--- src/hw/trs_config.svh ---
`ifndef TRS_CONFIG_SVH
`define TRS_CONFIG_SVH

// expansion ram is 32 KB
`define TRS_RAM_ADDR_W 15

// identity bytes returned to the ESP
`define TRS_COOKIE 8'haf
`define TRS_VERSION_MAJOR 3'd0
`define TRS_VERSION_MINOR 5'd3

`define TRS_MAX_PARAMS 3   // poke needs the most

// input conditioning
`define TRS_SYNC_STAGES 2
`define TRS_FILTER_LEN 2   // stable samples before a z80 strobe counts

`endif

--- src/hw/esp_cmd_pkg.sv ---
package esp_cmd_pkg;

  // opcodes understood over the spi link, numbering follows the esp firmware
  typedef enum logic [7:0] {
    get_cookie    = 8'd0,
    bram_poke     = 8'd1,
    bram_peek     = 8'd2,
    set_full_addr = 8'd14,
    get_version   = 8'd15,
    set_led       = 8'd26,
    get_config    = 8'd27
  } esp_opcode_t;

  // opcode byte first, then parameter bytes
  typedef enum logic {
    idle        = 1'b0,
    read_params = 1'b1
  } parse_state_t;

endpackage

--- src/hw/trs_bus_pkg.sv ---
`include "trs_config.svh"

package trs_bus_pkg;

  // z80 side of the expansion connector
  typedef logic [15:0] z80_addr_t;
  typedef logic [7:0] z80_data_t;

  // offset into the shared expansion ram
  typedef logic [`TRS_RAM_ADDR_W-1:0] ram_addr_t;

  // who owns the current ram access
  typedef enum logic {
    req_z80 = 1'b0,
    req_esp = 1'b1
  } ram_req_t;

endpackage

--- src/hw/esp_cmd_engine.sv ---
`include "trs_config.svh"

module esp_cmd_engine (
  input  logic                   clk,
  input  logic                   rst_n,
  input  trs_bus_pkg::z80_data_t rx_byte,
  input  logic                   rx_valid,
  input  logic                   cs_start,
  input  logic [3:0]             conf,
  input  logic                   ram_grant,
  input  logic                   ram_rvalid,
  input  trs_bus_pkg::z80_data_t ram_rdata,
  output trs_bus_pkg::z80_data_t tx_byte,
  output logic                   tx_load,
  output logic                   ram_req,
  output logic                   ram_we,
  output trs_bus_pkg::ram_addr_t ram_addr,
  output trs_bus_pkg::z80_data_t ram_wdata,
  output logic                   full_addr,
  output logic                   led_red,
  output logic                   led_green,
  output logic                   led_blue
);
  import trs_bus_pkg::*;
  import esp_cmd_pkg::*;

  parse_state_t state;
  esp_opcode_t  cmd;
  z80_data_t    params [`TRS_MAX_PARAMS];
  logic [1:0]   param_idx;
  logic [1:0]   param_cnt;
  logic         exec;   // command complete, one cycle

  always_ff @(posedge clk) begin
    if (!rst_n) begin
      state     <= idle;
      param_idx <= 2'd0;
      param_cnt <= 2'd0;
      exec      <= 1'b0;
    end else begin
      exec <= 1'b0;
      if (cs_start) begin
        state     <= idle;    // drops any half-received command
        param_idx <= 2'd0;
      end else if (rx_valid) begin
        case (state)
          idle: begin
            param_idx <= 2'd0;
            case (rx_byte)
              bram_poke: begin
                param_cnt <= 2'd3;
                state     <= read_params;
              end
              bram_peek: begin
                param_cnt <= 2'd2;
                state     <= read_params;
              end
              set_led, set_full_addr: begin
                param_cnt <= 2'd1;
                state     <= read_params;
              end
              get_cookie, get_version, get_config: exec <= 1'b1;
              default: ;  // unknown opcode
            endcase
          end
          read_params: begin
            param_idx <= param_idx + 2'd1;
            if (param_idx == param_cnt - 2'd1) begin
              exec  <= 1'b1;
              state <= idle;
            end
          end
          default: state <= idle;
        endcase
      end
    end
  end

  always_ff @(posedge clk) begin
    if (rx_valid && !cs_start) begin
      if (state == idle)
        cmd <= esp_opcode_t'(rx_byte);
      else
        params[param_idx] <= rx_byte;
    end
  end

  always_ff @(posedge clk) begin
    if (!rst_n) begin
      tx_load   <= 1'b0;
      ram_req   <= 1'b0;
      ram_we    <= 1'b0;
      full_addr <= 1'b0;
      led_red   <= 1'b0;
      led_green <= 1'b0;
      led_blue  <= 1'b0;
    end else begin
      tx_load <= ram_rvalid;  // peek data goes straight out
      if (ram_grant)
        ram_req <= 1'b0;
      if (exec) begin
        case (cmd)
          set_led:       {led_blue, led_green, led_red} <= params[0][2:0];
          set_full_addr: full_addr <= |params[0];
          bram_poke: begin
            ram_req <= 1'b1;
            ram_we  <= 1'b1;
          end
          bram_peek: begin
            ram_req <= 1'b1;
            ram_we  <= 1'b0;
          end
          get_cookie, get_version, get_config: tx_load <= 1'b1;
          default: ;
        endcase
      end
    end
  end

  always_ff @(posedge clk) begin
    if (ram_rvalid)
      tx_byte <= ram_rdata;
    else if (exec) begin
      case (cmd)
        get_cookie:  tx_byte <= `TRS_COOKIE;
        get_version: tx_byte <= {`TRS_VERSION_MAJOR, `TRS_VERSION_MINOR};
        get_config:  tx_byte <= {4'b0000, conf};
        default: ;
      endcase
    end
  end

  // params are addr lo, addr hi, data
  assign ram_addr  = {params[1][6:0], params[0]};
  assign ram_wdata = params[2];

  a_param_idx_range: assert property (@(posedge clk) disable iff (!rst_n)
    (state == read_params) |-> (param_idx < `TRS_MAX_PARAMS));

endmodule

--- config.mk ---
export PLATFORM = sky130hd
export DESIGN_NAME = esp_cmd_engine
export DESIGN_NICKNAME = d
export VERILOG_FILES = /design/src/hw/esp_cmd_pkg.sv /design/src/hw/trs_bus_pkg.sv /design/src/hw/esp_cmd_engine.sv
export VERILOG_INCLUDE_DIRS = /design/src /design/src/hw
export SDC_FILE = /design/constraint.sdc
export NUM_CORES = 1
export LEC_CHECK = 0
export ABC_CLOCK_PERIOD_IN_PS = 3600
export BUFFER_PORTS_ARGS = -buffer_cell sky130_fd_sc_hd__buf_4
export CAP_MARGIN = 20
export CORE_MARGIN = 2
export CORE_UTILIZATION = 30
export DETAILED_ROUTE_END_ITERATION = 10
export GPL_ROUTABILITY_DRIVEN = 0
export GPL_TIMING_DRIVEN = 1
export SYNTH_ARGS = -nofsm -noshare
export SYNTH_HDL_FRONTEND = slang
export SYNTH_SLANG_ARGS = --single-unit
--- constraint.sdc ---
create_clock -name clk -period 3.6 [get_ports clk]
set_input_delay 0.72 -clock clk [delete_from_list [all_inputs] [get_ports clk]]
set_output_delay 0.72 -clock clk [all_outputs]
set_load 0.05 [all_outputs]
======== Word level (Yosys, flattened, before mapping) ========
Memories as Yosys holds them, arrays and structs flattened.
Cells that the tools add are included.
operators by class
  multipliers ............................. 0
  equal/unequal tests ..................... 13
  add/subtract/negate cells ............... 2
  $lt $le $gt $ge ......................... 0
  reduce and logical (&&, ||, !) cells .... 22
  shift operators ......................... 0
  muxes and demuxes ....................... 20
  divide/modulo/power cells ............... 0
  bitwise gates (word level) .............. 4
operator list
  kind                   number
  $eq A8 B4 Y1 const B   4
  $eq A8 B5 Y1 const B   4
  $pmux W8 S3            1
  $eq A8 B1 Y1 const B   2
  $eq A8 B2 Y1 const B   2
  $logic_not A8 Y1       2
  $mux W8                2
  $mux W1                12
  $reduce_and A2 Y1      5
  $reduce_or A3 Y1       3
  $reduce_or A8 Y1       1
  $pmux W1 S2            3
  $pmux W2 S3            1
  $reduce_or A2 Y1       3
  $not A1 Y1             4
  $pmux W2 S2            1
  $reduce_and A4 Y1      1
  $reduce_bool A2 Y1     2
  $reduce_bool A4 Y1     1
  $reduce_or A4 Y1       1
  $reduce_bool A3 Y1     1
  $add A2 B1 Y2 const B  1
  $eq A2 B2 Y1           1
  $sub A2 B1 Y2 const B  1
  2 further kinds        2
word-level totals
  input bits .............................. 26
  ROM bits ................................ 0
  register bits ........................... 29
  memory bits (writable) .................. 24
  latch bits .............................. 0
  memories ................................ 1
memory list
  name    words  width  rd ports  clocked after Yosys merged registers in  wr ports  line                  RTL
  params  3      8      3         0                                        1         esp_cmd_engine.sv:29  z80_data_t params [`TRS_MAX_PARAMS];

======== Depth between registers and ports, before layout ========
  word-level depth ........................ 4
  depth in mapped cells ................... 5
  mapped depth without buffers ............ 4

======== Least setup slack after synthesis ========
No wires, ideal clock.
  kind .................................... input to register
  start ................................... input cs_start
  end ..................................... memory params[0][0] in the netlist's numbering (enable)
  data required time ...................... 3.215 ns
  path buffers ............................ 1
  setup slack ............................. 1.627 ns
  cell stages on the path ................. 2
  library setup time ...................... 0.385 ns
  arrival time ............................ 1.588 ns
  cell sequence ........................... clkbuf_1 -> nor3b_1
on the way
  cells in the longest elaborated chain, start to end .. 4
RTL lines
  element                        line                  RTL
  start, declared                esp_cmd_engine.sv:8   input logic cs_start,
  $logic_not A1 Y1               esp_cmd_engine.sv:80  if (rx_valid && !cs_start) begin
  $logic_and A1 B1 Y1            esp_cmd_engine.sv:80
  $mux W1                        esp_cmd_engine.sv:80
  $mux W1 (not written as such)  esp_cmd_engine.sv:84  params[param_idx] <= rx_byte;
  end, declared                  esp_cmd_engine.sv:29
No other way between the ends.

======== Final worst setup path ========
  start ................................... register cmd[4]
  end ..................................... register tx_byte[6] (enable)
on the way
  cells in the longest elaborated chain, start to end .. 3
RTL lines
  element                                line                   RTL
  start, declared                        esp_cmd_engine.sv:28   esp_opcode_t cmd;
  start signal, assigned                 esp_cmd_engine.sv:82   cmd <= esp_opcode_t'(rx_byte);
  $eq A8 B5 Y1 (tied with other cells)   esp_cmd_engine.sv:124  case (cmd)
  $reduce_bool A4 Y1 (no source line) *  -
  $reduce_and A2 Y1 (no source line) *   -
  end signal, assigned                   esp_cmd_engine.sv:125  get_cookie: tx_byte <= `TRS_COOKIE;
  end signal, assigned                   esp_cmd_engine.sv:126  get_version: tx_byte <= {`TRS_VERSION_MAJOR, `TRS_VERSION_MINOR};
  end signal, assigned                   esp_cmd_engine.sv:127  get_config: tx_byte <= {4'b0000, conf};
  end, declared                          esp_cmd_engine.sv:13   output trs_bus_pkg::z80_data_t tx_byte,
Every way passes the cells marked *; elsewhere a longest branch is shown, timed or not.
A chain may end at the register's enable or synchronous reset.

==> reports/qor.txt <==
Clk buf depth -> 2
Die area -> 7870 µm²
CP max stage cell -> o31ai_2
Mapped Cells -> 159
Post-CTS resize count -> 0
Mapped Area -> 2150 µm²
CTS root buf -> clkbuf_8
CP Cell Sequence -> nor4_4, nand3_2, o31ai_2
Post-layout power -> 0.00115 W
Via-to-Cell Ratio -> 4.53
Vias -> 1,467
Post-CTS setup repair buffer count -> 0
CP max stage delay -> 630 ps
Initial Util -> 0.313
Wire per inst -> 14.0 µm
Reg clk slew, reported paths -> 90 ps
Setup tns final -> 0 ps
Power Internal -> 0.000900 W
YS warnings -> 0
Die extent in y -> 88.7 µm
CP Class -> flip-flop to flip-flop
Post-synth EDFFs -> 39
Fin nets -> 256
Critical Path Start Type -> flip-flop
Congestion Overflow GR -> 0
Sink Count -> 52
Site row count -> 30
Setup WS pre-CTS -> 1410 ps
Fin. max-slew vios -> 0
Crit path max fanout -> 9
Avg Cell Area, Syn -> 13.5 µm²
Fmax -> 483 MHz
Final clock skew -> 5.71 ps
Power per cell area -> 404 nW/µm²
Buf/Inv on CP -> 0
Area delta synth->final -> 32.8%
Beginning of the worst hold path -> full_addr
Switching share of power -> 0.221
Post-Syn Nets -> 188
Vias in the first global route -> 1,447
Hold-fix buffers, CTS -> 0
Antenna fix cells -> 0
Sequential share of power -> 0.572
Iteration-0 DRC Markers -> 44
Final setup violation count -> 0
Post-synth top flop -> edfxtp_1
Setup ws final -> 1530 ps
Core area -> 6870 µm²
Final cell count without fillers -> 324
Worst-margin pin slew -> 1040 ps
Maximum vdd drop -> 212 µV
H-tree lvl count -> 2
Die Width -> 88.7 µm
Register area share after synthesis -> 0.665
Leakage -> 1.06 nW
Hold Crit Class -> flip-flop to flip-flop
Routed WL -> 4530 µm
Hold slack -> 486 ps
First-pass GRT wire length -> 6950 µm
Clock share of power -> 0.351
Status -> complete, no violations
Max-slew headroom -> 0.308
Initial antenna violation count -> 0
Crit. Startpoint -> cmd[4]
Final min period -> 2070 ps
Req. time, crit path -> 3540 ps
Reg-to-reg critical path startpoint -> cmd[4]
Total GRT Usage -> 0.119
Residual DRC -> 0
Final ANT Viol Nets -> 0
Tcrit/Tclk final -> 0.575
Initial DRT Pass Iterations -> 4
Largest net degree at the start of global routing -> 18
Flops & latches, synth -> 52
Cell family with most CP delay -> compound AO/OA/AOI/OAI gates
CP Data Arrival Time -> 2010 ps
Yosys cell types -> 43
Worst Setup End Kind -> flip-flop
Share of layout cells above drive strength 1 -> 0.355
Hold Vio Cnt, Final -> 0
CTS Buf Count -> 5
Max Cap Viol -> 0
Skew-Pair Late Insertion Delay -> 310 ps
Count of input and output buffers -> 63
RSZ-0062 raised after global routing -> no
Sw power -> 0.000255 W
Logic pwr share -> 0.076
Total I/O pin count -> 64
Ys async rst share -> 0
Post-DP HPWL -> 3400 µm
TritonCTS clock tree -> built
Placed cell count -> 316
==> final timing paths <==
kind | to | slack (ps) | cells past startpoint
setup / recovery | tx_byte[6] | 1530 | 3
hold / removal | full_addr | 490 | 2
setup reg to reg | tx_byte[6] | 1530 | 3
hold reg to reg | full_addr | 490 | 2
==> power groups by stage <==
stage / logic [W] / registers [W] / clock network, W
finish: 0.0000881 / 0.000661 / 0.000406
floorplan: 0.0000290 / 0.000691 / 0
global route: 0.0000952 / 0.000663 / 0.000443
CTS: 0.0000891 / 0.000661 / 0.000420
detailed placement: 0.0000888 / 0.000675 / 0
global placement: 0.0000880 / 0.000675 / 0
==> per-layer routing <==
layer  vias up  GRT usage  part of all wire
met5         -          0                 0
met4         0     0.0386            0.0075
met3         4     0.0364             0.072
met2        54      0.210              0.50
met1       684      0.138              0.42
li1        725          -                 -
==> sequential cells by signal, summed over array words and instances, names as in the netlist <==
| register | flops |
|---|---|
| params | 23 |
| cmd | 8 |
| tx_byte | 8 |
| param_cnt | 2 |
| param_idx | 2 |
| exec | 1 |
| full_addr | 1 |
| led_blue | 1 |
| led_green | 1 |
| led_red | 1 |
| ram_req | 1 |
| ram_we | 1 |
| state | 1 |
| tx_load | 1 |
==> logic make-up after synthesis <==
| logic type | after synthesis | synth area share |
|---|---|---|
| DFF | 52 | 0.665 |
| and+or+nand+nor | 49 | 0.151 |
| AOI/OAI and AO/OA | 29 | 0.0994 |
| adders and majority gates | 3 | 0.0174 |
| muxes | 4 | 0.0192 |
| buffers and inverters | 18 | 0.0320 |
| xor gates and xnor gates | 4 | 0.0163 |
==> synthesized netlist by cell type (3+ instances only) <==
library cell	number	area [µm²]
nor2_1	6	22.5
nand2_1	5	18.8
inv_1	14	52.6
nor3b_1	3	22.5
a2bb2oi_1	4	35.0
ha_1	3	37.5
nor2b_1	3	18.8
a21oi_1	8	40.0
and2_1	4	25.0
o21ai_1	4	20.0
nand2b_1	4	25.0
dfxtp_1	13	260
mux2i_1	3	30.0
clkbuf_1	3	11.3
edfxtp_1	39	1170
nand3_1	7	35.0
==> placed cells by master, fill, tap and decap left out, types with 2 or more instances in the layout <==
| master | netlist | layout |
|---|---|---|
| nor2_1 | 6 | 6 |
| nand2b_1 | 4 | 4 |
| nor4_4 | 2 | 2 |
| ha_1 | 3 | 3 |
| xor2_1 | 2 | 2 |
| o21ai_1 | 4 | 4 |
| nand3_1 | 7 | 7 |
| xnor2_1 | 2 | 2 |
| clkbuf_8 | 0 | 5 |
| and2_1 | 4 | 4 |
| a21boi_1 | 2 | 2 |
| nand2_1 | 5 | 5 |
| buf_4 | 0 | 65 |
| nor2b_1 | 3 | 3 |
| o21a_1 | 2 | 2 |
| and4b_1 | 2 | 2 |
| inv_1 | 14 | 14 |
| nor3b_1 | 3 | 3 |
| a21oi_1 | 8 | 8 |
| nor3_1 | 2 | 2 |
| nand3b_1 | 2 | 2 |
| edfxtp_1 | 39 | 39 |
| or4_1 | 2 | 2 |
| dfxtp_1 | 13 | 13 |
| a2bb2oi_1 | 4 | 4 |
| mux2i_1 | 3 | 3 |
==> layout make-up <==
cell class | instances | area, µm²
fillers | 657 | 4010
flip-flops and latches | 52 | 1430
multi-input cells | 89 | 653
repair buffers | 65 | 488
well taps | 96 | 120
clock buffers | 5 | 68.8
inverters | 14 | 52.6
clock inverters | 3 | 46.3
==> tightest hold or removal path: cells and delay by family, from the launching register on <==
family	cells	cell delay, ps
simple gates	1	60
compound gates	1	50
flops	1	340
==> stage by stage <==
| step | instance area [µm²] | util |
|---|---|---|
| after global placement | 2750 | 0.400 |
| after floorplan | 2150 | - |
| after detailed placement | 2750 | 0.400 |
| final | 2860 | 0.416 |
| after global routing | 2860 | 0.416 |
| after CTS | 2860 | 0.416 |
Power figures use the tool's default switching activity.
