[src/hw/trs_config.svh]
`ifndef TRS_CONFIG_SVH
`define TRS_CONFIG_SVH

// expansion ram is 32 KB
`define TRS_RAM_ADDR_W 15

// identity bytes returned to the ESP
`define TRS_COOKIE 8'haf
`define TRS_VERSION_MAJOR 3'd0
`define TRS_VERSION_MINOR 5'd3

`define TRS_MAX_PARAMS 3   // poke needs the most

// input conditioning
`define TRS_SYNC_STAGES 2
`define TRS_FILTER_LEN 2   // stable samples before a z80 strobe counts

`endif

[src/hw/trs_bus_pkg.sv]
`include "trs_config.svh"

package trs_bus_pkg;

  // z80 side of the expansion connector
  typedef logic [15:0] z80_addr_t;
  typedef logic [7:0] z80_data_t;

  // offset into the shared expansion ram
  typedef logic [`TRS_RAM_ADDR_W-1:0] ram_addr_t;

  // who owns the current ram access
  typedef enum logic {
    req_z80 = 1'b0,
    req_esp = 1'b1
  } ram_req_t;

endpackage

[src/hw/z80_mem_port.sv]
`include "trs_config.svh"

module z80_mem_port (
  input  logic                   clk,
  input  logic                   rst_n,
  input  logic                   rd_n,
  input  logic                   wr_n,
  input  trs_bus_pkg::z80_addr_t a,
  input  trs_bus_pkg::z80_data_t d_in,
  input  logic                   full_addr,
  input  logic                   ram_grant,
  input  logic                   ram_rvalid,
  input  trs_bus_pkg::z80_data_t ram_rdata,
  output logic                   ram_req,
  output logic                   ram_we,
  output trs_bus_pkg::ram_addr_t ram_addr,
  output trs_bus_pkg::z80_data_t ram_wdata,
  output trs_bus_pkg::z80_data_t d_out,
  output logic                   d_oe
);
  localparam int S = `TRS_SYNC_STAGES;
  localparam int L = `TRS_FILTER_LEN;

  logic [S-1:0] rd_sync, wr_sync;
  logic [L-1:0] rd_hist, wr_hist;
  logic         rd_f, wr_f;       // filtered strobes, active low
  logic         rd_start, wr_start, rd_end;
  logic         ram_sel, rom_sel;

  // model I map: upper 32K, or 48K plus the low 12K for reads
  assign ram_sel = full_addr ? (a[15] | a[14]) : a[15];
  assign rom_sel = full_addr & ~a[15] & ~a[14] & ~(a[13] & a[12]);  // below 3000h

  assign rd_start = rd_f & ~(|rd_hist);
  assign wr_start = wr_f & ~(|wr_hist);
  assign rd_end   = ~rd_f & (&rd_hist);
  assign ram_addr = a[`TRS_RAM_ADDR_W-1:0];

  always_ff @(posedge clk) begin
    if (!rst_n) begin
      rd_sync <= '1;
      wr_sync <= '1;
      rd_hist <= '1;
      wr_hist <= '1;
      rd_f    <= 1'b1;
      wr_f    <= 1'b1;
      ram_req <= 1'b0;
      ram_we  <= 1'b0;
      d_oe    <= 1'b0;
    end else begin
      rd_sync <= {rd_sync[S-2:0], rd_n};
      wr_sync <= {wr_sync[S-2:0], wr_n};
      rd_hist <= {rd_hist[L-2:0], rd_sync[S-1]};
      wr_hist <= {wr_hist[L-2:0], wr_sync[S-1]};
      // glitches shorter than the window keep the old level
      if (&rd_hist)
        rd_f <= 1'b1;
      else if (~(|rd_hist))
        rd_f <= 1'b0;
      if (&wr_hist)
        wr_f <= 1'b1;
      else if (~(|wr_hist))
        wr_f <= 1'b0;

      if (ram_grant)
        ram_req <= 1'b0;
      if (wr_start && ram_sel) begin
        ram_req <= 1'b1;
        ram_we  <= 1'b1;
      end else if (rd_start && (ram_sel || rom_sel)) begin
        ram_req <= 1'b1;
        ram_we  <= 1'b0;
        d_oe    <= 1'b1;
      end
      if (rd_end)
        d_oe <= 1'b0;
    end
  end

  always_ff @(posedge clk) begin
    if (wr_start)
      ram_wdata <= d_in;  // data is stable once wr_n is low
    if (ram_rvalid)
      d_out <= ram_rdata;
  end

endmodule

[config.mk]
export PLATFORM = sky130hd
export DESIGN_NAME = z80_mem_port
export DESIGN_NICKNAME = d
export VERILOG_FILES = /design/src/hw/trs_bus_pkg.sv /design/src/hw/z80_mem_port.sv
export VERILOG_INCLUDE_DIRS = /design/src /design/src/hw
export SDC_FILE = /design/constraint.sdc
export NUM_CORES = 1
export LEC_CHECK = 0
export BUFFER_PORTS_ARGS = -buffer_cell sky130_fd_sc_hd__buf_2
export CELL_PAD_IN_SITES_DETAIL_PLACEMENT = 1
export CELL_PAD_IN_SITES_GLOBAL_PLACEMENT = 1
export CORE_ASPECT_RATIO = 1.75
export CORE_MARGIN = 2
export CORE_UTILIZATION = 31
export CTS_BUF_LIST = sky130_fd_sc_hd__clkbuf_16
export DETAILED_ROUTE_END_ITERATION = 8
export PLACE_DENSITY = 0.79
export SYNTH_ARGS = -nofsm -noshare
export SYNTH_HDL_FRONTEND = slang
export SYNTH_SLANG_ARGS = --single-unit
[constraint.sdc]
create_clock -name clk -period 2 [get_ports clk]
set_input_delay 0.1 -clock clk [delete_from_list [all_inputs] [get_ports clk]]
set_output_delay 0.1 -clock clk [all_outputs]
set_load 0.01 [all_outputs]
# Yosys cells after proc, flatten, opt, wreduce, memory -nomap -nowiden
# Cells that the tools add are included.
[op_classes] muxes=6 n_bitwise=16 n_reduce_logical=13
[op_table] op="2-bit OR reduction" count=5
[op_table] op="1-bit NOT" count=8
[op_table] op="1-bit AND" count=7
[op_table] op="1-bit 2-to-1 mux" count=6
[op_table] op="2-bit AND reduction" count=3
[op_table] op="3-bit nonzero test" count=1
[op_table] op="1-bit logical AND" count=2
[op_table] op="2-bit nonzero test" count=1
[op_table] op="1-bit logical OR" count=1
[op_table] op="1-bit OR" count=1
[word_totals] register_bits=29 input_bits=39 word_cells=46

# Longest topological paths before layout
# Gate-level depths: netlist of run 1.
[depth] depth_word=8 mapped_depth=3 depth_no_buf=3

# Worst setup path after synthesis of run 1
# Ideal clock, no wire load.
[synth_path] path_kind="flip-flop to flip-flop" from="register rd_hist[1]" to="register ram_we" setup_time_ns=0.115 t_arrival_ns=1.130 t_required_ns=1.885 setup_slack_ns=0.755 path_stages_with_launch=4 n_path_buf=0 synth_period_minus_slack_ns=1.245 path_cell_list="dfxtp_1 or3b_1 o31a_1 o21a_1"
[synth_between] elab_chain_cells=5
[synth_rtl] element="start: declaration" line="z80_mem_port.sv:25" rtl="logic [L-1:0] rd_hist, wr_hist;"
[synth_rtl] element="start signal: assignment" line="z80_mem_port.sv:53" rtl="rd_hist <= {rd_hist[L-2:0], rd_sync[S-1]};"
[synth_rtl] element="2-bit OR reduction" line="z80_mem_port.sv:34" rtl="assign rd_start = rd_f & ~(|rd_hist);"
[synth_rtl] element="1-bit NOT"
[synth_rtl] element="1-bit AND" line="z80_mem_port.sv:34"
[synth_rtl] element="1-bit logical AND" line="z80_mem_port.sv:70" rtl="end else if (rd_start && (ram_sel || rom_sel)) begin"
[synth_rtl] element="2-bit nonzero test (no source line)"
[synth_rtl] element="end signal: assignment" line="z80_mem_port.sv:48" rtl="ram_we <= 1'b0;"
[synth_rtl] element="end signal: assignment" line="z80_mem_port.sv:69" rtl="ram_we <= 1'b1;"
[synth_rtl] element="end signal: assignment" line="z80_mem_port.sv:72" rtl="ram_we <= 1'b0;"
[synth_rtl] element="end: declaration" line="z80_mem_port.sv:15" rtl="output logic ram_we,"
# No other way between the ends.
# A chain may end at the register's enable or synchronous reset.

# Worst setup path in the final report of run 1
[layout_path] from="register wr_hist[1]" to="register ram_wdata[4], enable pin"
[layout_between] elab_chain_cells=3
[layout_rtl] element="start: declaration" line="z80_mem_port.sv:25"
[layout_rtl] element="start signal: assignment" line="z80_mem_port.sv:54" rtl="wr_hist <= {wr_hist[L-2:0], wr_sync[S-1]};"
[layout_rtl] element="2-bit OR reduction" line="z80_mem_port.sv:35" rtl="assign wr_start = wr_f & ~(|wr_hist);"
[layout_rtl] element="1-bit NOT"
[layout_rtl] element="1-bit AND" line="z80_mem_port.sv:35"
[layout_rtl] element="named net wr_start" line="z80_mem_port.sv:27" rtl="logic rd_start, wr_start, rd_end;"
[layout_rtl] element="end signal: assignment" line="z80_mem_port.sv:82" rtl="ram_wdata <= d_in;"
[layout_rtl] element="end: declaration" line="z80_mem_port.sv:17" rtl="output trs_bus_pkg::z80_data_t ram_wdata,"
# The timed path passes the listed nets, and every way through them passes these cells.

==> results.sh, run 1 <==
export IMPL_dp_hpwl_um=1670
export IMPL_preCtsSetupSlack_ns=0.702
export IMPL_synth_top_area_cell="edfxtp_1"
export IMPL_crit_arrival_ns=1.24
export IMPL_ys_seq_elements=29
export IMPL_synthDistinctLibCells=18
export IMPL_antenna_cells=0
export IMPL_fmax_mhz=771
export IMPL_layout_setup_ws_ns=0.704
export IMPL_hold_class="input port to register"
export IMPL_cts_reportedPaths_clkPinSlew_ns=0.05
export IMPL_ctsRootBufferMaster="clkbuf_16"
export IMPL_synthTopCellsByArea="edfxtp_1 46%, dfxtp_1 25%, buf_4 11%"
export IMPL_r2r_start="wr_hist[1]"
export IMPL_swShare_pct=18.5
export IMPL_top_usage_layer="met2"
export IMPL_postPlaceCellArea_um2=1220
export IMPL_syn_num_nets=113
export IMPL_syn_area_per_cell_um2=14.1
export IMPL_via_per_inst=4.46
export IMPL_grt_pass1_vias=756
export IMPL_setup_tns_final_ns=0
export IMPL_combPwrFrac_pct=4.7
export IMPL_drcViolationCount=0
export IMPL_cp_start_kind="register"
export IMPL_area_growth_pct=30.4
export IMPL_min_period_ns=1.30
export IMPL_hold_worst_slack_ns=0.00715
export IMPL_cts_setup_buffers=0
export IMPL_nets=152
export IMPL_routed_wl_um=2030
export IMPL_synth_top_area_share_pct=46.2
export IMPL_drv_cap=0
export IMPL_tightest_slew_ns=0.424
export IMPL_grtUsageMet2_pct=22.1
export IMPL_finalInstanceArea_um2=1360
export IMPL_cts_resized=0
export IMPL_ant_nets=0
export IMPL_rows=27
export IMPL_p_total_uw=1390
export IMPL_clkPwrFrac_pct=48.1
export IMPL_grt_setup_unrepaired="false"
export IMPL_critical_path_class="register to register"
export IMPL_start_util_pct=32.8
export IMPL_p_seq_share_pct=47.2
export IMPL_finalHoldViolCount=0
export IMPL_die_area_um2=3860
export IMPL_die_w_um=47.8
export IMPL_p_int_uw=1130
export IMPL_cts_buffers=5
export IMPL_fp_dieH_um=80.7
export IMPL_syn_inst=74
export IMPL_syn_area_um2=1040
export IMPL_dr_pass1_iters=4
export IMPL_required_ns=1.94
export IMPL_slew_violations=0
export IMPL_outcome="completed"
export IMPL_grt_max_degree=14
export IMPL_fin_crit_sh_pct=64.8
export IMPL_grt_pass1_wl_um=3150
export IMPL_yosys_warnings=0
export IMPL_h_tree_depth=2
export IMPL_cp_max_fo=8
export IMPL_startpoint="wr_hist[1]"
export IMPL_ios=73
export IMPL_clk_path_buf_depth=2
export IMPL_met3_usage_pct=5.62
export IMPL_wl_per_cell_um=12.9
export IMPL_seq_area_frac_synth_pct=71.2
export IMPL_first_iter_violations=10
export IMPL_holdCritStartpoint="ram_rdata[3]"
export IMPL_coreArea_um2=3180
export IMPL_setup_viol=0
export IMPL_finClkSkew_ns=0.00187
export IMPL_drive_gt1_share_pct=48.2
export IMPL_gr_total_overflow=0
export IMPL_vias=701
export IMPL_cp_end_kind="register"
export IMPL_cts_tree="yes"
export IMPL_port_buffers=48
export IMPL_ir_drop_mv=0.892
export IMPL_powerDensity_nw_per_um2=1020
export IMPL_cts_hold_buf=0
export IMPL_clock_sinks=29
export IMPL_clk_latency_ns=0.27
export IMPL_relSlewSlack_pct=71.4
export IMPL_antenna_found_initial=0
export IMPL_grt_total_usage_pct=12.2
export IMPL_power_switching_uw=258
export IMPL_met1_usage_pct=8.60
export IMPL_gp_congestion=0.621
export IMPL_leakagePower_uw=0.000591
-- final cells by class --
type | instances | area [µm²]
fillers | 382 | 1820
clock inverters | 3 | 13.8
inverters | 1 | 3.75
clock buffers | 5 | 125
repair buffers | 48 | 240
multi-input cells | 28 | 180
flip-flops and latches | 29 | 741
well taps | 43 | 53.8
-- state kept, by name, summed over array words and instances, names as in the netlist --
name	count
rd_sync	2
wr_hist	2
rd_hist	2
wr_f	1
d_out	8
rd_f	1
wr_sync	2
ram_wdata	8
ram_we	1
ram_req	1
d_oe	1
-- cell usage after synthesis --
library cell / count
edfxtp_1: 16
buf_4: 15
dfxtp_1: 13
nand2b_1: 8
nor2_1: 4
a21oi_1: 3
o21ai_0: 2
o31a_1: 2
or3b_1: 2
clkbuf_1: 1
inv_1: 1
nand3b_1: 1
nor2b_1: 1
nor3_1: 1
nor4bb_1: 1
o21a_1: 1
o21ba_1: 1
o311ai_1: 1
-- power by group through the flow --
stage,combinational [µW],clock (µW),sequential [µW]
after detailed placement,67.3,0,667
after global placement,64.1,0,666
after CTS,67.4,687,656
final,65.6,668,656
after global routing,75.7,714,657
after floorplan,41.0,0,674
-- worst max-delay path: stages, from the launching register on --
cell and delay (ns):
dfxtp_1 0.32, or3b_1 0.41, inv_1 0.24
-- final timing paths --
kind                                      to  slack (ns)  depth (start not counted)
worst max register to register  ram_wdata[4]        0.70                          2
worst min register to register    wr_sync[1]        0.41                          1
worst min-delay path                d_out[3]       0.007                          1
worst max-delay path            ram_wdata[4]        0.70                          2
-- cell families after synthesis --
kind of cell,after synthesis,synth area share (%)
DFF,29,71.2
and+or+nand+nor,18,10.7
buffers and inverters,17,11.5
AOI/OAI and AO/OA,10,6.61
-- metal layers --
metal / share of wire [%] / routed length, µm
met1: 28 / 577
met2: 57 / 1160
met3: 13 / 259
met4: 1.9 / 38
met5: 0 / 0
-- stage by stage --
step,instances,utilization (%)
after floorplan,74,-
after global placement,149,38.4
after detailed placement,149,38.4
after CTS,157,42.8
after global routing,157,42.8
final,157,42.8
-- cells in the final DEF, fill, tap and decap left out --
cell,instances
o21ai_0,2
or3b_1,2
clkinv_2,2
o311ai_1,1
edfxtp_1,16
o31a_1,2
nand2b_1,8
nor2_1,4
nor4bb_1,1
a21oi_1,3
nor2b_1,1
o21a_1,1
buf_2,48
dfxtp_1,13
nand3b_1,1
inv_1,2
clkbuf_16,5
nor3_1,1
o21ba_1,1
Power figures use the tool's default switching activity.
==> inputs of run 2 (changes only) <==
ABC_AREA = 1   (was unset)
CORE_UTILIZATION = 29   (was 31)
PLACE_DENSITY = 0.74   (was 0.79)
clock period = 1.25 ns   (was 2 ns; I/O delays follow)
==> run 2 against run 1 <==
Net effect: largest cell class unchanged; count of clock-buffer cells in the layout stayed put; critical path type unchanged; via count grew 11%; clock power increased by 98%; die area rose by 11%; final cell count increased by 22%; worst hold slack better by 0.074 ns; total power up 82%.
==> results.sh, run 2 <==
export IMPL_ant_nets=0
export IMPL_first_iter_violations=13
export IMPL_dr_pass1_iters=4
export IMPL_die_w_um=50.2
export IMPL_ys_seq_elements=29
export IMPL_antenna_cells=0
export IMPL_finalHoldViolCount=0
export IMPL_tightest_slew_ns=0.295
export IMPL_fp_dieH_um=84.9
export IMPL_crit_path_max_incr_delay_ns=0.33
export IMPL_leakagePower_uw=0.000706
export IMPL_finalInstanceArea_um2=1610
export IMPL_placed_cells=166
export IMPL_syn_area_um2=1080
export IMPL_cts_buffers=5
export IMPL_async_flop_share_pct=0
export IMPL_ctsRootBufferMaster="clkbuf_16"
export IMPL_grt_total_usage_pct=12.7
export IMPL_synth_edf_count=16
export IMPL_coreArea_um2=3590
export IMPL_grt_max_degree=12
export IMPL_grt_pass1_wl_um=3930
export IMPL_layout_commonest_cell="buf_2"
export IMPL_hold_class="input port to register"
export IMPL_critical_path_class="register to register"
export IMPL_synth_top_area_share_pct=44.3
export IMPL_yosys_warnings=0
export IMPL_layout_cells_non_filler=192
export IMPL_drcViolationCount=0
export IMPL_cp_cell_sequence="nor2_2 > nand2_1 > inv_1"
export IMPL_syn_num_nets=127
export IMPL_synthDistinctLibCells=19
export IMPL_ir_drop_mv=1.03
export IMPL_relSlewSlack_pct=80.3
export IMPL_finClkSkew_ns=0.00104
export IMPL_vias=777
export IMPL_cp_slowest_cell="dfxtp_1"
export IMPL_required_ns=1.20
export IMPL_port_buffers=48
export IMPL_drive_gt1_share_pct=43.8
export IMPL_slew_violations=0
export IMPL_synth_flop_cell="edfxtp_1"
export IMPL_nets=184
export IMPL_gr_total_overflow=0
export IMPL_fin_crit_sh_pct=89.0
export IMPL_layout_common_cells="48 x buf_2, 18 x dlygate4sd3_1, 16 x edfxtp_1"
export IMPL_hold_worst_slack_ns=0.0808
export IMPL_clock_sinks=29
export IMPL_start_util_pct=30.2
export IMPL_min_period_ns=1.11
export IMPL_grt_setup_unrepaired="false"
export IMPL_fmax_mhz=899
export IMPL_area_growth_pct=48.6
export IMPL_outcome="completed"
export IMPL_cp_max_fo=8
export IMPL_syn_area_per_cell_um2=12.3
export IMPL_ys_top_cells_by_count="16 x edfxtp_1, 15 x buf_4, 13 x dfxtp_1"
export IMPL_setup_viol=0
export IMPL_dp_hpwl_um=1630
export IMPL_seq_area_frac_synth_pct=68.3
export IMPL_cts_resized=0
export IMPL_die_area_um2=4270
export IMPL_clk_latency_ns=0.27
export IMPL_grt_pass1_vias=838
export IMPL_ios=73
export IMPL_setup_tns_final_ns=0
export IMPL_fillerInstances=389
export IMPL_rows=29
export IMPL_cp_start_kind="register"
export IMPL_h_tree_depth=2
export IMPL_synthTopCellsByArea="edfxtp_1 44%, dfxtp_1 24%, buf_4 10%"
export IMPL_gp_congestion=0.675
export IMPL_via_per_inst=4.05
export IMPL_crit_arrival_ns=1.06
export IMPL_antenna_found_initial=0
export IMPL_drv_cap=0
export IMPL_syn_inst=88
export IMPL_wl_per_cell_um=13.2
export IMPL_cp_end_kind="register"
export IMPL_routed_wl_um=2540
export IMPL_postPlaceCellArea_um2=1260
export IMPL_reg_top3="d_out x8, ram_wdata x8"
export IMPL_yosysMostFrequentCell="edfxtp_1"
export IMPL_cts_tree="yes"
export IMPL_powerDensity_nw_per_um2=1570
export IMPL_synth_top_area_cell="edfxtp_1"
export IMPL_cts_reportedPaths_clkPinSlew_ns=0.05
export IMPL_clk_path_buf_depth=2
## run 2: cell count changes after synthesis, moves of 7 or more
cell	previous run	this run
nand2b_1	8	0
inv_1	1	8
nand2_1	0	8
or2_1	0	8
## run 2: cell families after synthesis
kind of cell | share of synthesized area, %
compound gates | 3.92
buf+inv | 14.3
flops | 68.3
simple gates | 13.5
## run 2: where the power goes
part | switching, µW | leakage (µW) | internal (µW)
Sequential | 9.51 | 0.000256 | 1040
Combinational | 66.7 | 0.000372 | 91.1
Clock | 392 | 0.0000775 | 929
## run 2: final cells by class
cell class	instances	area, µm²	area share (%)
flip-flops and latches	29	741	46.0
repair buffers	66	420	26.1
multi-input cells	33	189	11.7
clock buffers	5	125	7.76
well taps	46	57.6	3.57
clock inverters	3	41.3	2.56
inverters	10	37.5	2.33
## run 2: metal layers
layer | global-route usage, % | vias up | share of wire, %
met3 | 4.75 | 4 | 10
met1 | 11.5 | 341 | 35
li1 | - | 380 | -
met2 | 23.8 | 52 | 53
met4 | 6.06 | 0 | 1.9
met5 | 0 | - | 0
## run 2: through the flow
| stage | util, % | worst slack [ns] | total power [µW] |
|---|---|---|---|
| after CTS | 44.9 | 0.155 | 2550 |
| after global routing | 44.9 | 0.0676 | 2610 |
| final | 44.9 | 0.138 | 2530 |
| after detailed placement | 35.2 | 0.162 | 1180 |
| after global placement | 35.2 | 0.228 | 1170 |
| after floorplan | - | 0.262 | 1150 |
## run 2: what timing repair did
item / CTS / global route
buffers inserted: 0 / 0
hold buffers: 18 / 0
hold endpoints to repair: 18 / 0
## run 2: path summary, 6_finish.rpt
kind | from | endpoint | slack, ns | depth (start not counted)
worst min-delay path | rst_n | d_oe | 0.08 | 3
worst max-delay path | wr_hist[1] | ram_wdata[2] | 0.14 | 3
worst min register to register | wr_sync[0] | wr_sync[1] | 0.41 | 1
worst max register to register | wr_hist[1] | ram_wdata[2] | 0.14 | 3
## run 2: critical path: cells and delay by family (launching register included)
family	cells	cell delay [ns]
flip-flops	1	0.33
AND/OR/NAND/NOR	2	0.22
buffers and inverters	1	0.24
