**config.mk**
```make
export PLATFORM = sky130hd
export DESIGN_NAME = spi_byte_link
export DESIGN_NICKNAME = d
export VERILOG_FILES = /design/src/hw/trs_bus_pkg.sv /design/src/hw/spi_byte_link.sv
export VERILOG_INCLUDE_DIRS = /design/src /design/src/hw
export SDC_FILE = /design/constraint.sdc
export NUM_CORES = 1
export LEC_CHECK = 0
export BUFFER_PORTS_ARGS = -buffer_cell sky130_fd_sc_hd__buf_4
export CAP_MARGIN = 25
export CORE_ASPECT_RATIO = 1.2
export CORE_MARGIN = 2
export CORE_UTILIZATION = 45
export CTS_BUF_LIST = sky130_fd_sc_hd__clkbuf_4
export DETAILED_ROUTE_END_ITERATION = 6
export PLACE_DENSITY = 0.77
export SYNTH_ARGS = -nofsm -noshare
export SYNTH_HDL_FRONTEND = slang
export SYNTH_SLANG_ARGS = --single-unit
```
**constraint.sdc**
```tcl
create_clock -name clk -period 4.2 [get_ports clk]
set_clock_uncertainty 0.15 [all_clocks]
set_input_delay 1.05 -clock clk [delete_from_list [all_inputs] [get_ports clk]]
set_output_delay 1.05 -clock clk [all_outputs]
set_load 0.05 [all_outputs]
```
**src/hw/trs_config.svh**
```systemverilog
`ifndef TRS_CONFIG_SVH
`define TRS_CONFIG_SVH

// expansion ram is 32 KB
`define TRS_RAM_ADDR_W 15

// identity bytes returned to the ESP
`define TRS_COOKIE 8'haf
`define TRS_VERSION_MAJOR 3'd0
`define TRS_VERSION_MINOR 5'd3

`define TRS_MAX_PARAMS 3   // poke needs the most

// input conditioning
`define TRS_SYNC_STAGES 2
`define TRS_FILTER_LEN 2   // stable samples before a z80 strobe counts

`endif

```
**src/hw/trs_bus_pkg.sv**
```systemverilog
`include "trs_config.svh"

package trs_bus_pkg;

  // z80 side of the expansion connector
  typedef logic [15:0] z80_addr_t;
  typedef logic [7:0] z80_data_t;

  // offset into the shared expansion ram
  typedef logic [`TRS_RAM_ADDR_W-1:0] ram_addr_t;

  // who owns the current ram access
  typedef enum logic {
    req_z80 = 1'b0,
    req_esp = 1'b1
  } ram_req_t;

endpackage

```
**src/hw/spi_byte_link.sv**
```systemverilog
`include "trs_config.svh"

module spi_byte_link (
  input  logic                   clk,
  input  logic                   rst_n,
  input  logic                   sck,
  input  logic                   cs_n,
  input  logic                   mosi,
  input  trs_bus_pkg::z80_data_t tx_byte,
  input  logic                   tx_load,
  output trs_bus_pkg::z80_data_t rx_byte,
  output logic                   rx_valid,
  output logic                   cs_start,
  output logic                   miso
);
  import trs_bus_pkg::*;

  localparam int S = `TRS_SYNC_STAGES;

  logic [S:0]   sck_sr;   // one extra stage for edge detect
  logic [S:0]   cs_sr;
  logic [S-1:0] mosi_sr;
  logic         sck_rise;
  logic         sck_fall;
  logic         cs_active;
  logic [2:0]   bit_cnt;
  z80_data_t    rx_shift;
  z80_data_t    tx_shift;

  assign sck_rise  = sck_sr[S-1] & ~sck_sr[S];
  assign sck_fall  = ~sck_sr[S-1] & sck_sr[S];
  assign cs_active = ~cs_sr[S-1];
  assign cs_start  = cs_sr[S] & ~cs_sr[S-1];  // falling cs_n

  always_ff @(posedge clk) begin
    if (!rst_n) begin
      sck_sr   <= '0;
      cs_sr    <= '1;   // deselected
      mosi_sr  <= '0;
      bit_cnt  <= 3'd0;
      rx_valid <= 1'b0;
    end else begin
      sck_sr  <= {sck_sr[S-1:0], sck};
      cs_sr   <= {cs_sr[S-1:0], cs_n};
      mosi_sr <= {mosi_sr[S-2:0], mosi};
      if (!cs_active)
        bit_cnt <= 3'd0;
      else if (sck_rise)
        bit_cnt <= bit_cnt + 3'd1;
      rx_valid <= cs_active && sck_rise && (bit_cnt == 3'd7);
    end
  end

  // mode 0, msb first
  always_ff @(posedge clk) begin
    if (cs_active && sck_rise)
      rx_shift <= {rx_shift[6:0], mosi_sr[S-1]};
    if (tx_load)
      tx_shift <= tx_byte;
    else if (cs_active && sck_fall && (bit_cnt != 3'd0))
      tx_shift <= {tx_shift[6:0], 1'b0};  // falling edge after the 8th rise is skipped
  end

  assign rx_byte = rx_shift;
  assign miso    = cs_active & tx_shift[7];

  // a reply only loads between bytes
  a_tx_load_gap: assert property (@(posedge clk) disable iff (!rst_n)
    tx_load |-> (bit_cnt == 3'd0));

endmodule

```
# ---- Word-level counts from Yosys, hierarchy flattened
# Cells that the tools add are included.
dict set report classes {
  n_bitwise 8
  n_addsub 1
  n_mux 2
  eq_ne 1
  reduce_logical 7
}
# op n
set ops {}
lappend ops {{$mux 8} 2}
lappend ops {{$and 1x1->1} 4}
lappend ops {{$logic_and 1x1->1} 4}
lappend ops {{$not 1->1} 4}
lappend ops {{$add 3x1->3 const B} 1}
lappend ops {{$eq 3x3->1 const B} 1}
lappend ops {{$reduce_bool 3->1} 1}
lappend ops {{$reduce_bool 2->1} 1}
lappend ops {{$reduce_or 2->1} 1}
dict set report word_totals {
  out_inout_bits 11
  register_bits 28
  wordCells 26
  in_bits 14
}

# ---- Depth between registers and ports, before layout
# Gate-level depths: netlist (run 1).
dict set report depth {
  ltp_word 6
  mapped_depth 4
}

# ---- Least setup slack after synthesis (run 1)
# Ideal clock, no wire load.
dict set report synth_timing {
  path_type {reg-to-output}
  from {register cs_sr[1]}
  to {output port cs_start}
  stages_incl_launch_ff 2
  setup_slack_ns 1.970
  t_arrival_ns 1.030
  path_cell_list {dfxtp_1 nor2b_1}
}
dict set report synth_via {
  elab_chain_cells 2
}
# element line_no
set synth_lines {}
lappend synth_lines {{from (decl)} spi_byte_link.sv:21} ;# logic [S:0] cs_sr;
lappend synth_lines {{from (signal assigned)} spi_byte_link.sv:44} ;# cs_sr <= {cs_sr[S-1:0], cs_n};
lappend synth_lines {{$not 1->1} spi_byte_link.sv:33} ;# assign cs_start = cs_sr[S] & ~cs_sr[S-1];
lappend synth_lines {{$and 1x1->1} spi_byte_link.sv:33}
lappend synth_lines {{to (decl)} spi_byte_link.sv:13} ;# output logic cs_start,
# No other way between the ends.

# ---- Worst setup path after layout (run 1)
dict set report layout_timing {
  from {register cs_sr[1]}
  to {output port miso}
}
dict set report layout_via {
  elab_chain_cells 2
}
# element line_no
set layout_lines {}
lappend layout_lines {{$not 1->1} spi_byte_link.sv:32} ;# assign cs_active = ~cs_sr[S-1];
lappend layout_lines {{$and 1x1->1} spi_byte_link.sv:65} ;# assign miso = cs_active & tx_shift[7];
lappend layout_lines {{to (decl)} spi_byte_link.sv:14} ;# output logic miso
# No other way between the ends.

==> results.cfg, run 1 <==
[timing]
relSlewSlack_pct = 56.0
tightest_slew_ps = 658
hold_viol_final = 0
tns_ps = 0
post-route-period-util_pct = 53.2
finalCriticalPeriod_ps = 2230
setup_ws_ps = 1970
rsz0062_at_grt = no
final_max_slew_viol_count = 0
max_freq_mhz = 448
finalSetupViolCount = 0

[power_and_ir_drop]
power_density_nw_per_um2 = 360
swShare_pct = 19.6
irDropWorstVdd_uv = 208
sequentialPowerShare_pct = 67.3
p_leak_nw = 0.501
p_clk_share_pct = 25.6
switching_power_w = 0.0000884
intPower_w = 0.000362
pwr-share-comb_pct = 7.1

[route]
wl_per_cell_um = 11.5
drt_iter0_drc = 3
routed-via-count = 562
final_antenna_net_count = 0
drcViolationCount = 0
first_pass_iters = 4
wirelength_um = 1400
via_per_inst = 4.61

[floorplanning]
io_pins = 25
die_w_um = 47.2
coreArea_um2 = 2090
die_h_um = 55.8
rows = 18
dieArea_um2 = 2630
start_util_pct = 48.1

[yosys]
yosys_register_bits = 28
synth.net_count = 82
ys_seq_area_share_pct = 71.6
netlist_area_um2 = 1010
synth_cell_types = 15
netlist_instances = 65
synth_area_per_cell_um2 = 15.5
yosysWarnings = 0

[grt]
grt_pass1_wl_um = 2170
grt.total_usage_pct = 11.5
grt_pass1_vias = 546
antenna_found_initial = 0
grt_max_degree = 16
grt_overflow = 0

[cells_and_area]
drive_gt1_share_pct = 40.2
antenna_cells = 0
final_common_cell = buf_4
final_cell_mix = 24 x buf_4, 16 x edfxtp_1, 12 x dfxtp_1
area_growth_pct = 24.1
nNetsFinal = 110

[setup_path]
cp.arrival_ps = 1030
end_kind = output pin
critical_path_required_ps = 3000
critPathMaxFanout = 6
critPathKind = reg2out
cp-start-kind = flip-flop

[place]
io_buffer_count = 24
place_ws_ps = 2220
dp_hpwl_um = 1080
place.gp.congestion = 0.705

[clock_tree]
hold_buffers = 0
clock_latency_ps = 320
clock-sinks = 28
clkSlewWorstSetupHoldPaths_ps = 130
clock_path_buffers = 2
h-tree-depth = 1
cts-root-buf = clkbuf_4
cts_buffers = 3
cts_tree = done
cts_resized = 0
cts_setup_buffers = 0

[run_status]
status = finished clean

[run]
cap_violations = 0

[min_path]
min_path_type = reg2reg
worst max-delay path, cell delays in order, from the launching register on:
cell and delay, ps:
dfxtp_1 380, nor2b_1 130, buf_4 210
synth_stat cells:
master     n  share of area [%]
a31o_2     1               0.87
and2_1     6                3.7
and3_1     1               0.62
buf_2      1               0.50
dfxtp_1   12                 24
edfxtp_1  16                 48
ha_1       3                3.7
inv_1      2               0.75
mux2_2     7                7.8
mux2i_1    2                2.0
nand2b_1   4                2.5
nor2_1     5                1.9
nor2b_1    3                1.9
nor2b_4    1                1.4
xnor2_1    1               0.87
through the flow:
stage	total power [W]	util (%)	cell area [um2]	hold slack, ps	cells
CTS	0.000458	59.7	1250	273	122
finish	0.000450	59.7	1250	270	122
detailed placement	0.000342	58.2	1220	241	118
global route	0.000469	59.7	1250	279	122
floorplan	0.000327	-	1010	236	65
global placement	0.000340	58.2	1220	239	118
cell type report:
| class | instances | area, um2 |
|---|---|---|
| repair buffers | 24 | 180 |
| clock buffers | 4 | 30.0 |
| multi-input cells | 34 | 274 |
| inverters | 2 | 7.51 |
| well taps | 30 | 37.5 |
| flip-flops and latches | 28 | 721 |
| fillers | 178 | 845 |
sequential cells by signal, indices dropped and copies added, names as in the netlist:
register  flops
rx_byte       8
bit_cnt       3
tx_shift      8
mosi_sr       2
cs_sr         3
sck_sr        3
rx_valid      1
power groups by stage:
stage | sequential, W | clock, W | combinational [W]
2_1_floorplan | 0.000310 | 0 | 0.0000166
3_5_place_dp | 0.000309 | 0 | 0.0000326
5_1_grt | 0.000304 | 0.000130 | 0.0000348
4_1_cts | 0.000303 | 0.000122 | 0.0000326
3_3_place_gp | 0.000309 | 0 | 0.0000311
6_report | 0.000303 | 0.000115 | 0.0000321
cell families (layout without fill, tap and decap cells):
kind of cell | after synthesis | after routing | synth area share, %
flip-flops | 28 | 28 | 71.6
AND/OR/NAND/NOR | 20 | 20 | 11.9
XOR/XNOR | 1 | 1 | 0.870
multiplexers | 9 | 9 | 9.81
adder cells (fa/ha/maj) | 3 | 3 | 3.73
buffers and inverters | 3 | 30 | 1.24
AO/OA/AOI/OAI | 1 | 1 | 0.870
routing by layer:
layer  wire [um]  GRT usage [%]  vias up  share of wire [%]
met5           0              0        -                  0
met4          32           5.95        0                2.3
met3          93           2.92        2                6.7
li1            -              -      279                  -
met1         586           12.0      255                 42
met2         685           20.0       26                 49
final timing paths:
| path | to | slack [ps] | start | cells past startpoint |
|---|---|---|---|---|
| worst max-delay path | miso | 1970 | cs_sr[1]$_SDFF_PN1_ | 2 |
| worst max register to register | rx_byte[6]$_DFFE_PP_ | 2540 | sck_sr[1]$_SDFF_PN0_ | 2 |
| worst min register to register | rx_byte[0]$_DFFE_PP_ | 270 | mosi_sr[1]$_SDFF_PN0_ | 0 |
| worst min-delay path | rx_byte[0]$_DFFE_PP_ | 270 | mosi_sr[1]$_SDFF_PN0_ | 0 |
(Power assumes the default switching activity.)
==> inputs of run 2 (changes only) <==
--- a/config.mk
+++ b/config.mk
@@ -6,6 +6,7 @@
 export SDC_FILE = /design/constraint.sdc
 export NUM_CORES = 1
 export LEC_CHECK = 0
+export ABC_AREA = 1
 export BUFFER_PORTS_ARGS = -buffer_cell sky130_fd_sc_hd__buf_4
 export CAP_MARGIN = 25
 export CORE_ASPECT_RATIO = 1.2
@@ -13,7 +14,7 @@
 export CORE_UTILIZATION = 45
 export CTS_BUF_LIST = sky130_fd_sc_hd__clkbuf_4
 export DETAILED_ROUTE_END_ITERATION = 6
-export PLACE_DENSITY = 0.77
+export PLACE_DENSITY = 0.8
 export SYNTH_ARGS = -nofsm -noshare
 export SYNTH_HDL_FRONTEND = slang
 export SYNTH_SLANG_ARGS = --single-unit
==> constraint.sdc (replaced) <==
create_clock -name clk -period 2 [get_ports clk]
set_clock_uncertainty 0.15 [all_clocks]
set_input_delay 0.5 -clock clk [delete_from_list [all_inputs] [get_ports clk]]
set_output_delay 0.5 -clock clk [all_outputs]
set_load 0.05 [all_outputs]
==> results.cfg, run 2 <==
[run_status]
status = finished clean

[power_and_ir_drop]
power_density_nw_per_um2 = 812
p_leak_nw = 0.660
irDropWorstVdd_uv = 477

[route]
drcViolationCount = 0
drt_iter0_drc = 14
wirelength_um = 1540
final_antenna_net_count = 0
first_pass_iters = 4
wl_per_cell_um = 9.77
via_per_inst = 4.39
routed-via-count = 694

[yosys]
netlist_instances = 99
synthSimpleGateAreaFrac_pct = 20.9
synth_cell_types = 13
ys_top_cells_by_count = 35 x nand2_1, 16 x edfxtp_1, 15 x inv_1, 12 x dfxtp_1, 7 x nor2_1
synth_mux_area_share_pct = 0
synth.most_common_cell = nand2_1
synth_top_area_share_pct = 46.2
synth-xor-area-share_pct = 0
synth_largest_area_cell = edfxtp_1
synth_top_family_by_area = simple AND/OR/NAND/NOR gates
synthTopCellsByArea = edfxtp_1 46%, dfxtp_1 23%, nand2_1 13%
synthAdderAreaFrac_pct = 3.61
ys_seq_area_share_pct = 69.2
synthFlopType = edfxtp_1
synth_edf_count = 16
synth_compound_area_share_pct = 0
yosys_register_bits = 28
async_flop_share_pct = 0
netlist_area_um2 = 1040
synth.net_count = 116
yosysWarnings = 0
synth_area_per_cell_um2 = 10.5

[floorplanning]
coreArea_um2 = 2230
rows = 19
die_w_um = 47.9
die_h_um = 56.7
io_pins = 25
dieArea_um2 = 2720
start_util_pct = 46.6

[cells_and_area]
nNetsFinal = 145
area_growth_pct = 26.3
postLayoutCoreUtil_pct = 58.8
antenna_cells = 0
drive_gt1_share_pct = 27.6
final_cell_mix = 35 x nand2_1, 25 x buf_4, 16 x edfxtp_1
layoutNonFillerInstCount = 158
final_common_cell = nand2_1
fillers = 215

[clock_tree]
hold_buffers = 0
clock-sinks = 28
h-tree-depth = 1
clkSlewWorstSetupHoldPaths_ps = 130
cts_setup_buffers = 0
cts_resized = 0
cts_tree = done
cts_buffers = 3
clock_path_buffers = 2
clock_latency_ps = 320
cts-root-buf = clkbuf_4

[place]
place.gp.congestion = 0.844
io_buffer_count = 24
dp_hpwl_um = 1180
placedCellCount = 154

[timing]
max_freq_mhz = 605
relSlewSlack_pct = 77.5
finalSetupViolCount = 0
hold_viol_final = 0
rsz0062_at_grt = no
finalCriticalPeriod_ps = 1650
tns_ps = 0
holdWs_ps = 196
final_max_slew_viol_count = 0
tightest_slew_ps = 336
post-route-period-util_pct = 82.6

[min_path]
hold_start = mosi
min_to = mosi_sr[0]$_SDFF_PN0_
min_path_type = in2reg
holdPathStages = 3

[setup_path]
timing.rr.end = tx_shift[5]$_DFFE_PP_
critPathMaxFanout = 4
end_kind = output pin
critical_path_required_ps = 1350
cp-start-kind = flip-flop
rr_startpoint = bit_cnt[0]$_SDFFE_PP0P_
r2r_setup_slack_ps = 470
ff2ff_path_depth = 5
cp.arrival_ps = 1000
critPathKind = reg2out

[grt]
busiest_layer = met2
use_met1_pct = 14.6
grt.total_usage_pct = 13.4
grtUsageMet3_pct = 2.89
antenna_found_initial = 0
met2_usage_pct = 23.2
grt_overflow = 0
grt_max_degree = 17
grt_pass1_wl_um = 2630
grt_pass1_vias = 692

[run]
cap_violations = 0
## run 2: worst max-delay path by stage
stage	startpoint	end	slack, ps	cells past startpoint
6_report	cs_sr[1]$_SDFF_PN1_	cs_start	350	2
3_5_place_dp	tx_load	tx_shift[5]$_DFFE_PP_	440	3
2_1_floorplan	tx_shift[7]$_DFFE_PP_	miso	370	2
3_3_place_gp	tx_load	tx_shift[4]$_DFFE_PP_	500	3
5_1_grt	cs_sr[1]$_SDFF_PN1_	cs_start	280	2
4_1_cts	cs_sr[1]$_SDFF_PN1_	cs_start	330	2
## run 2: cell families after synthesis
kind of cell | count (synthesis)
fa+ha+maj | 3
buf+inv | 17
flops | 28
simple gates | 51
## run 2: metrics by stage
| stage | total power [W] | setup WS, ps | cell area [um2] |
|---|---|---|---|
| detailed placement | 0.000720 | 443 | 1260 |
| finish | 0.00107 | 348 | 1320 |
| global route | 0.00111 | 282 | 1320 |
| global placement | 0.000718 | 498 | 1260 |
| floorplan | 0.000687 | 373 | 1040 |
| CTS | 0.00108 | 328 | 1320 |
## run 2: final cells by class
cell class                 instances  area (um2)  area share, %
sequential                        28         721           54.8
multi-input combinational         54         255           19.4
clock buffer                       3        22.5           1.71
clock inverter                     1        30.0           2.28
inverter                          16        60.1           4.57
tap                               31        38.8           2.95
timing repair buffer              25         188           14.3
## run 2: routing by layer
| layer | routed length [um] | vias to the layer above | part of all wire (%) |
|---|---|---|---|
| li1 | - | 360 | - |
| met1 | 605 | 312 | 39 |
| met2 | 824 | 17 | 53 |
| met3 | 74 | 5 | 4.8 |
| met4 | 38 | 0 | 2.5 |
| met5 | 0 | - | 0 |
## run 2: critical path, cell delays in order (launching register included)
cell and delay, ps:
dfxtp_1 360, nor2_1 110, buf_4 200
## run 2: report_power, final
part           total [W]  switching [W]  internal (W)
sequential      0.000636     0.00000703      0.000629
combinational  0.0000702      0.0000394     0.0000308
clock           0.000362       0.000159      0.000203
==> inputs of run 3 (changes only) <==
--- a/config.mk
+++ b/config.mk
@@ -6,7 +6,7 @@
 export SDC_FILE = /design/constraint.sdc
 export NUM_CORES = 1
 export LEC_CHECK = 0
-export ABC_AREA = 1
+export ABC_AREA = 0
 export BUFFER_PORTS_ARGS = -buffer_cell sky130_fd_sc_hd__buf_4
 export CAP_MARGIN = 25
 export CORE_ASPECT_RATIO = 1.2
==> constraint.sdc (replaced) <==
create_clock -name clk -period 1.4 [get_ports clk]
set_clock_uncertainty 0.15 [all_clocks]
set_input_delay 0.35 -clock clk [delete_from_list [all_inputs] [get_ports clk]]
set_output_delay 0.35 -clock clk [all_outputs]
set_load 0.05 [all_outputs]
==> results.cfg, run 3 (same netlist as run 1, synthesis figures left out) <==
[run_status]
status = finished, violations left
failed_checks = negative setup slack

[clock_tree]
cts_buffers = 3
cts-root-buf = clkbuf_4
clock-sinks = 28
clock_path_buffers = 2
clock_latency_ps = 330
hold_buffers = 0
clkSlewWorstSetupHoldPaths_ps = 150
cts_tree = done
h-tree-depth = 1

[floorplanning]
die_h_um = 55.8
io_pins = 25
rows = 18
start_util_pct = 48.1
die_w_um = 47.2
coreArea_um2 = 2090
dieArea_um2 = 2630

[route]
routed-via-count = 619
met1_length_um = 679
wl_met2_um = 1070
first_pass_iters = 3
wl_per_cell_um = 13.8
highest_layer = met4
final_antenna_net_count = 0
drcViolationCount = 0
wirelength_um = 1850
wl_met3_um = 70
drt_iter0_drc = 8
via_per_inst = 4.62

[power_and_ir_drop]
finalPower_w = 0.00154
swShare_pct = 18.4
p_clk_share_pct = 33.6
irDropWorstVdd_uv = 636
pwr-share-comb_pct = 7.3
p_leak_nw = 0.591
intPower_w = 0.00125
sequentialPowerShare_pct = 59.1
power_density_nw_per_um2 = 1070
switching_power_w = 0.000283

[setup_path]
critPathMaxFanout = 1
critical_path_required_ps = 900
critPathKind = reg2out
cp.arrival_ps = 1000
end_kind = output pin
cp_slowest_cell = edfxtp_1
cp-start-kind = flip-flop
cp_num_buf_inv = 1
cp_top_family = flip-flops
path_cells = nor2b_4 > buf_6
crit_path_max_incr_delay_ps = 400

[grt]
antenna_found_initial = 0
grt_overflow = 0
grt_pass1_vias = 586
grt_pass1_wl_um = 2420
grt_max_degree = 17
grt.total_usage_pct = 13.2

[timing]
relSlewSlack_pct = 86.9
tightest_slew_ps = 197
final_max_slew_viol_count = 0
hold_viol_final = 0
max_freq_mhz = 665
rsz0062_at_grt = yes
finalSetupViolCount = 10
finalCriticalPeriod_ps = 1500
holdWs_ps = 48.6
setup_ws_ps = -104
post-route-period-util_pct = 107

[cells_and_area]
antenna_cells = 0
fillers = 153
final_cell_mix = 25 x buf_4, 16 x edfxtp_1, 11 x buf_6
final_common_cell = buf_4
postLayoutCoreUtil_pct = 68.3
drive_gt1_share_pct = 52.9
area_growth_pct = 42.1
nNetsFinal = 122
finish.instance_area_um2 = 1430

[min_path]
min_path_type = in2reg

[place]
place_area_um2 = 1230
place.gp.congestion = 0.724
io_buffer_count = 24
dp_hpwl_um = 1070

[run]
cap_violations = 0
run 3: repair_timing:
action                     CTS  global route
pin swaps                    1             1
resized for setup           16             4
setup buffers                8             2
setup endpoints to repair   18            19
run 3: worst paths after layout:
kind	from	depth (start not counted)	slack [ps]	end
setup / recovery	tx_shift[7]$_DFFE_PP_	2	-100	miso
hold / removal	cs_n	2	50	cs_sr[0]$_SDFF_PN1_
setup reg to reg	bit_cnt[0]$_SDFFE_PP0P_	4	60	tx_shift[1]$_DFFE_PP_
hold reg to reg	mosi_sr[1]$_SDFF_PN0_	0	270	rx_byte[0]$_DFFE_PP_
run 3: final cells by class:
| cell class | count | area (um2) | share of cell area [%] |
|---|---|---|---|
| Sequential cell | 28 | 727 | 50.8 |
| Timing Repair Buffer | 36 | 312 | 21.8 |
| Multi-Input combinational cell | 34 | 295 | 20.6 |
| Tap cell | 30 | 37.5 | 2.62 |
| Clock inverter | 1 | 30.0 | 2.10 |
| Clock buffer | 3 | 22.5 | 1.57 |
| Inverter | 2 | 7.51 | 0.524 |
run 3: metrics by stage:
step / instances / setup TNS [ps] / setup WS, ps
3_5_place_dp: 120 / -109 / -13.8
2_1_floorplan: 65 / -854 / -130
5_1_grt: 134 / -879 / -175
3_3_place_gp: 120 / 0 / 38.1
6_report: 134 / -406 / -104
4_1_cts: 132 / -437 / -111
run 3: metal layers:
layer / track usage (%) / vias to the layer above
li1: - / 302
met2: 23.3 / 20
met3: 2.92 / 5
met5: 0 / -
met4: 7.14 / 0
met1: 13.3 / 292
run 3: power groups by stage:
stage | logic (W) | registers, W | clock network [W]
6_report | 0.000112 | 0.000908 | 0.000516
5_1_grt | 0.000120 | 0.000912 | 0.000549
4_1_cts | 0.000109 | 0.000907 | 0.000523
3_5_place_dp | 0.0000986 | 0.000927 | 0
3_3_place_gp | 0.0000962 | 0.000926 | 0
2_1_floorplan | 0.0000498 | 0.000931 | 0
run 3: worst reg2reg max path, delay by kind of cell (launching register included):
| kind | cells | cell delay, ps |
|---|---|---|
| simple gates | 1 | 90 |
| compound gates | 1 | 220 |
| buf+inv | 1 | 50 |
| fa+ha+maj | 1 | 180 |
| flops | 1 | 370 |
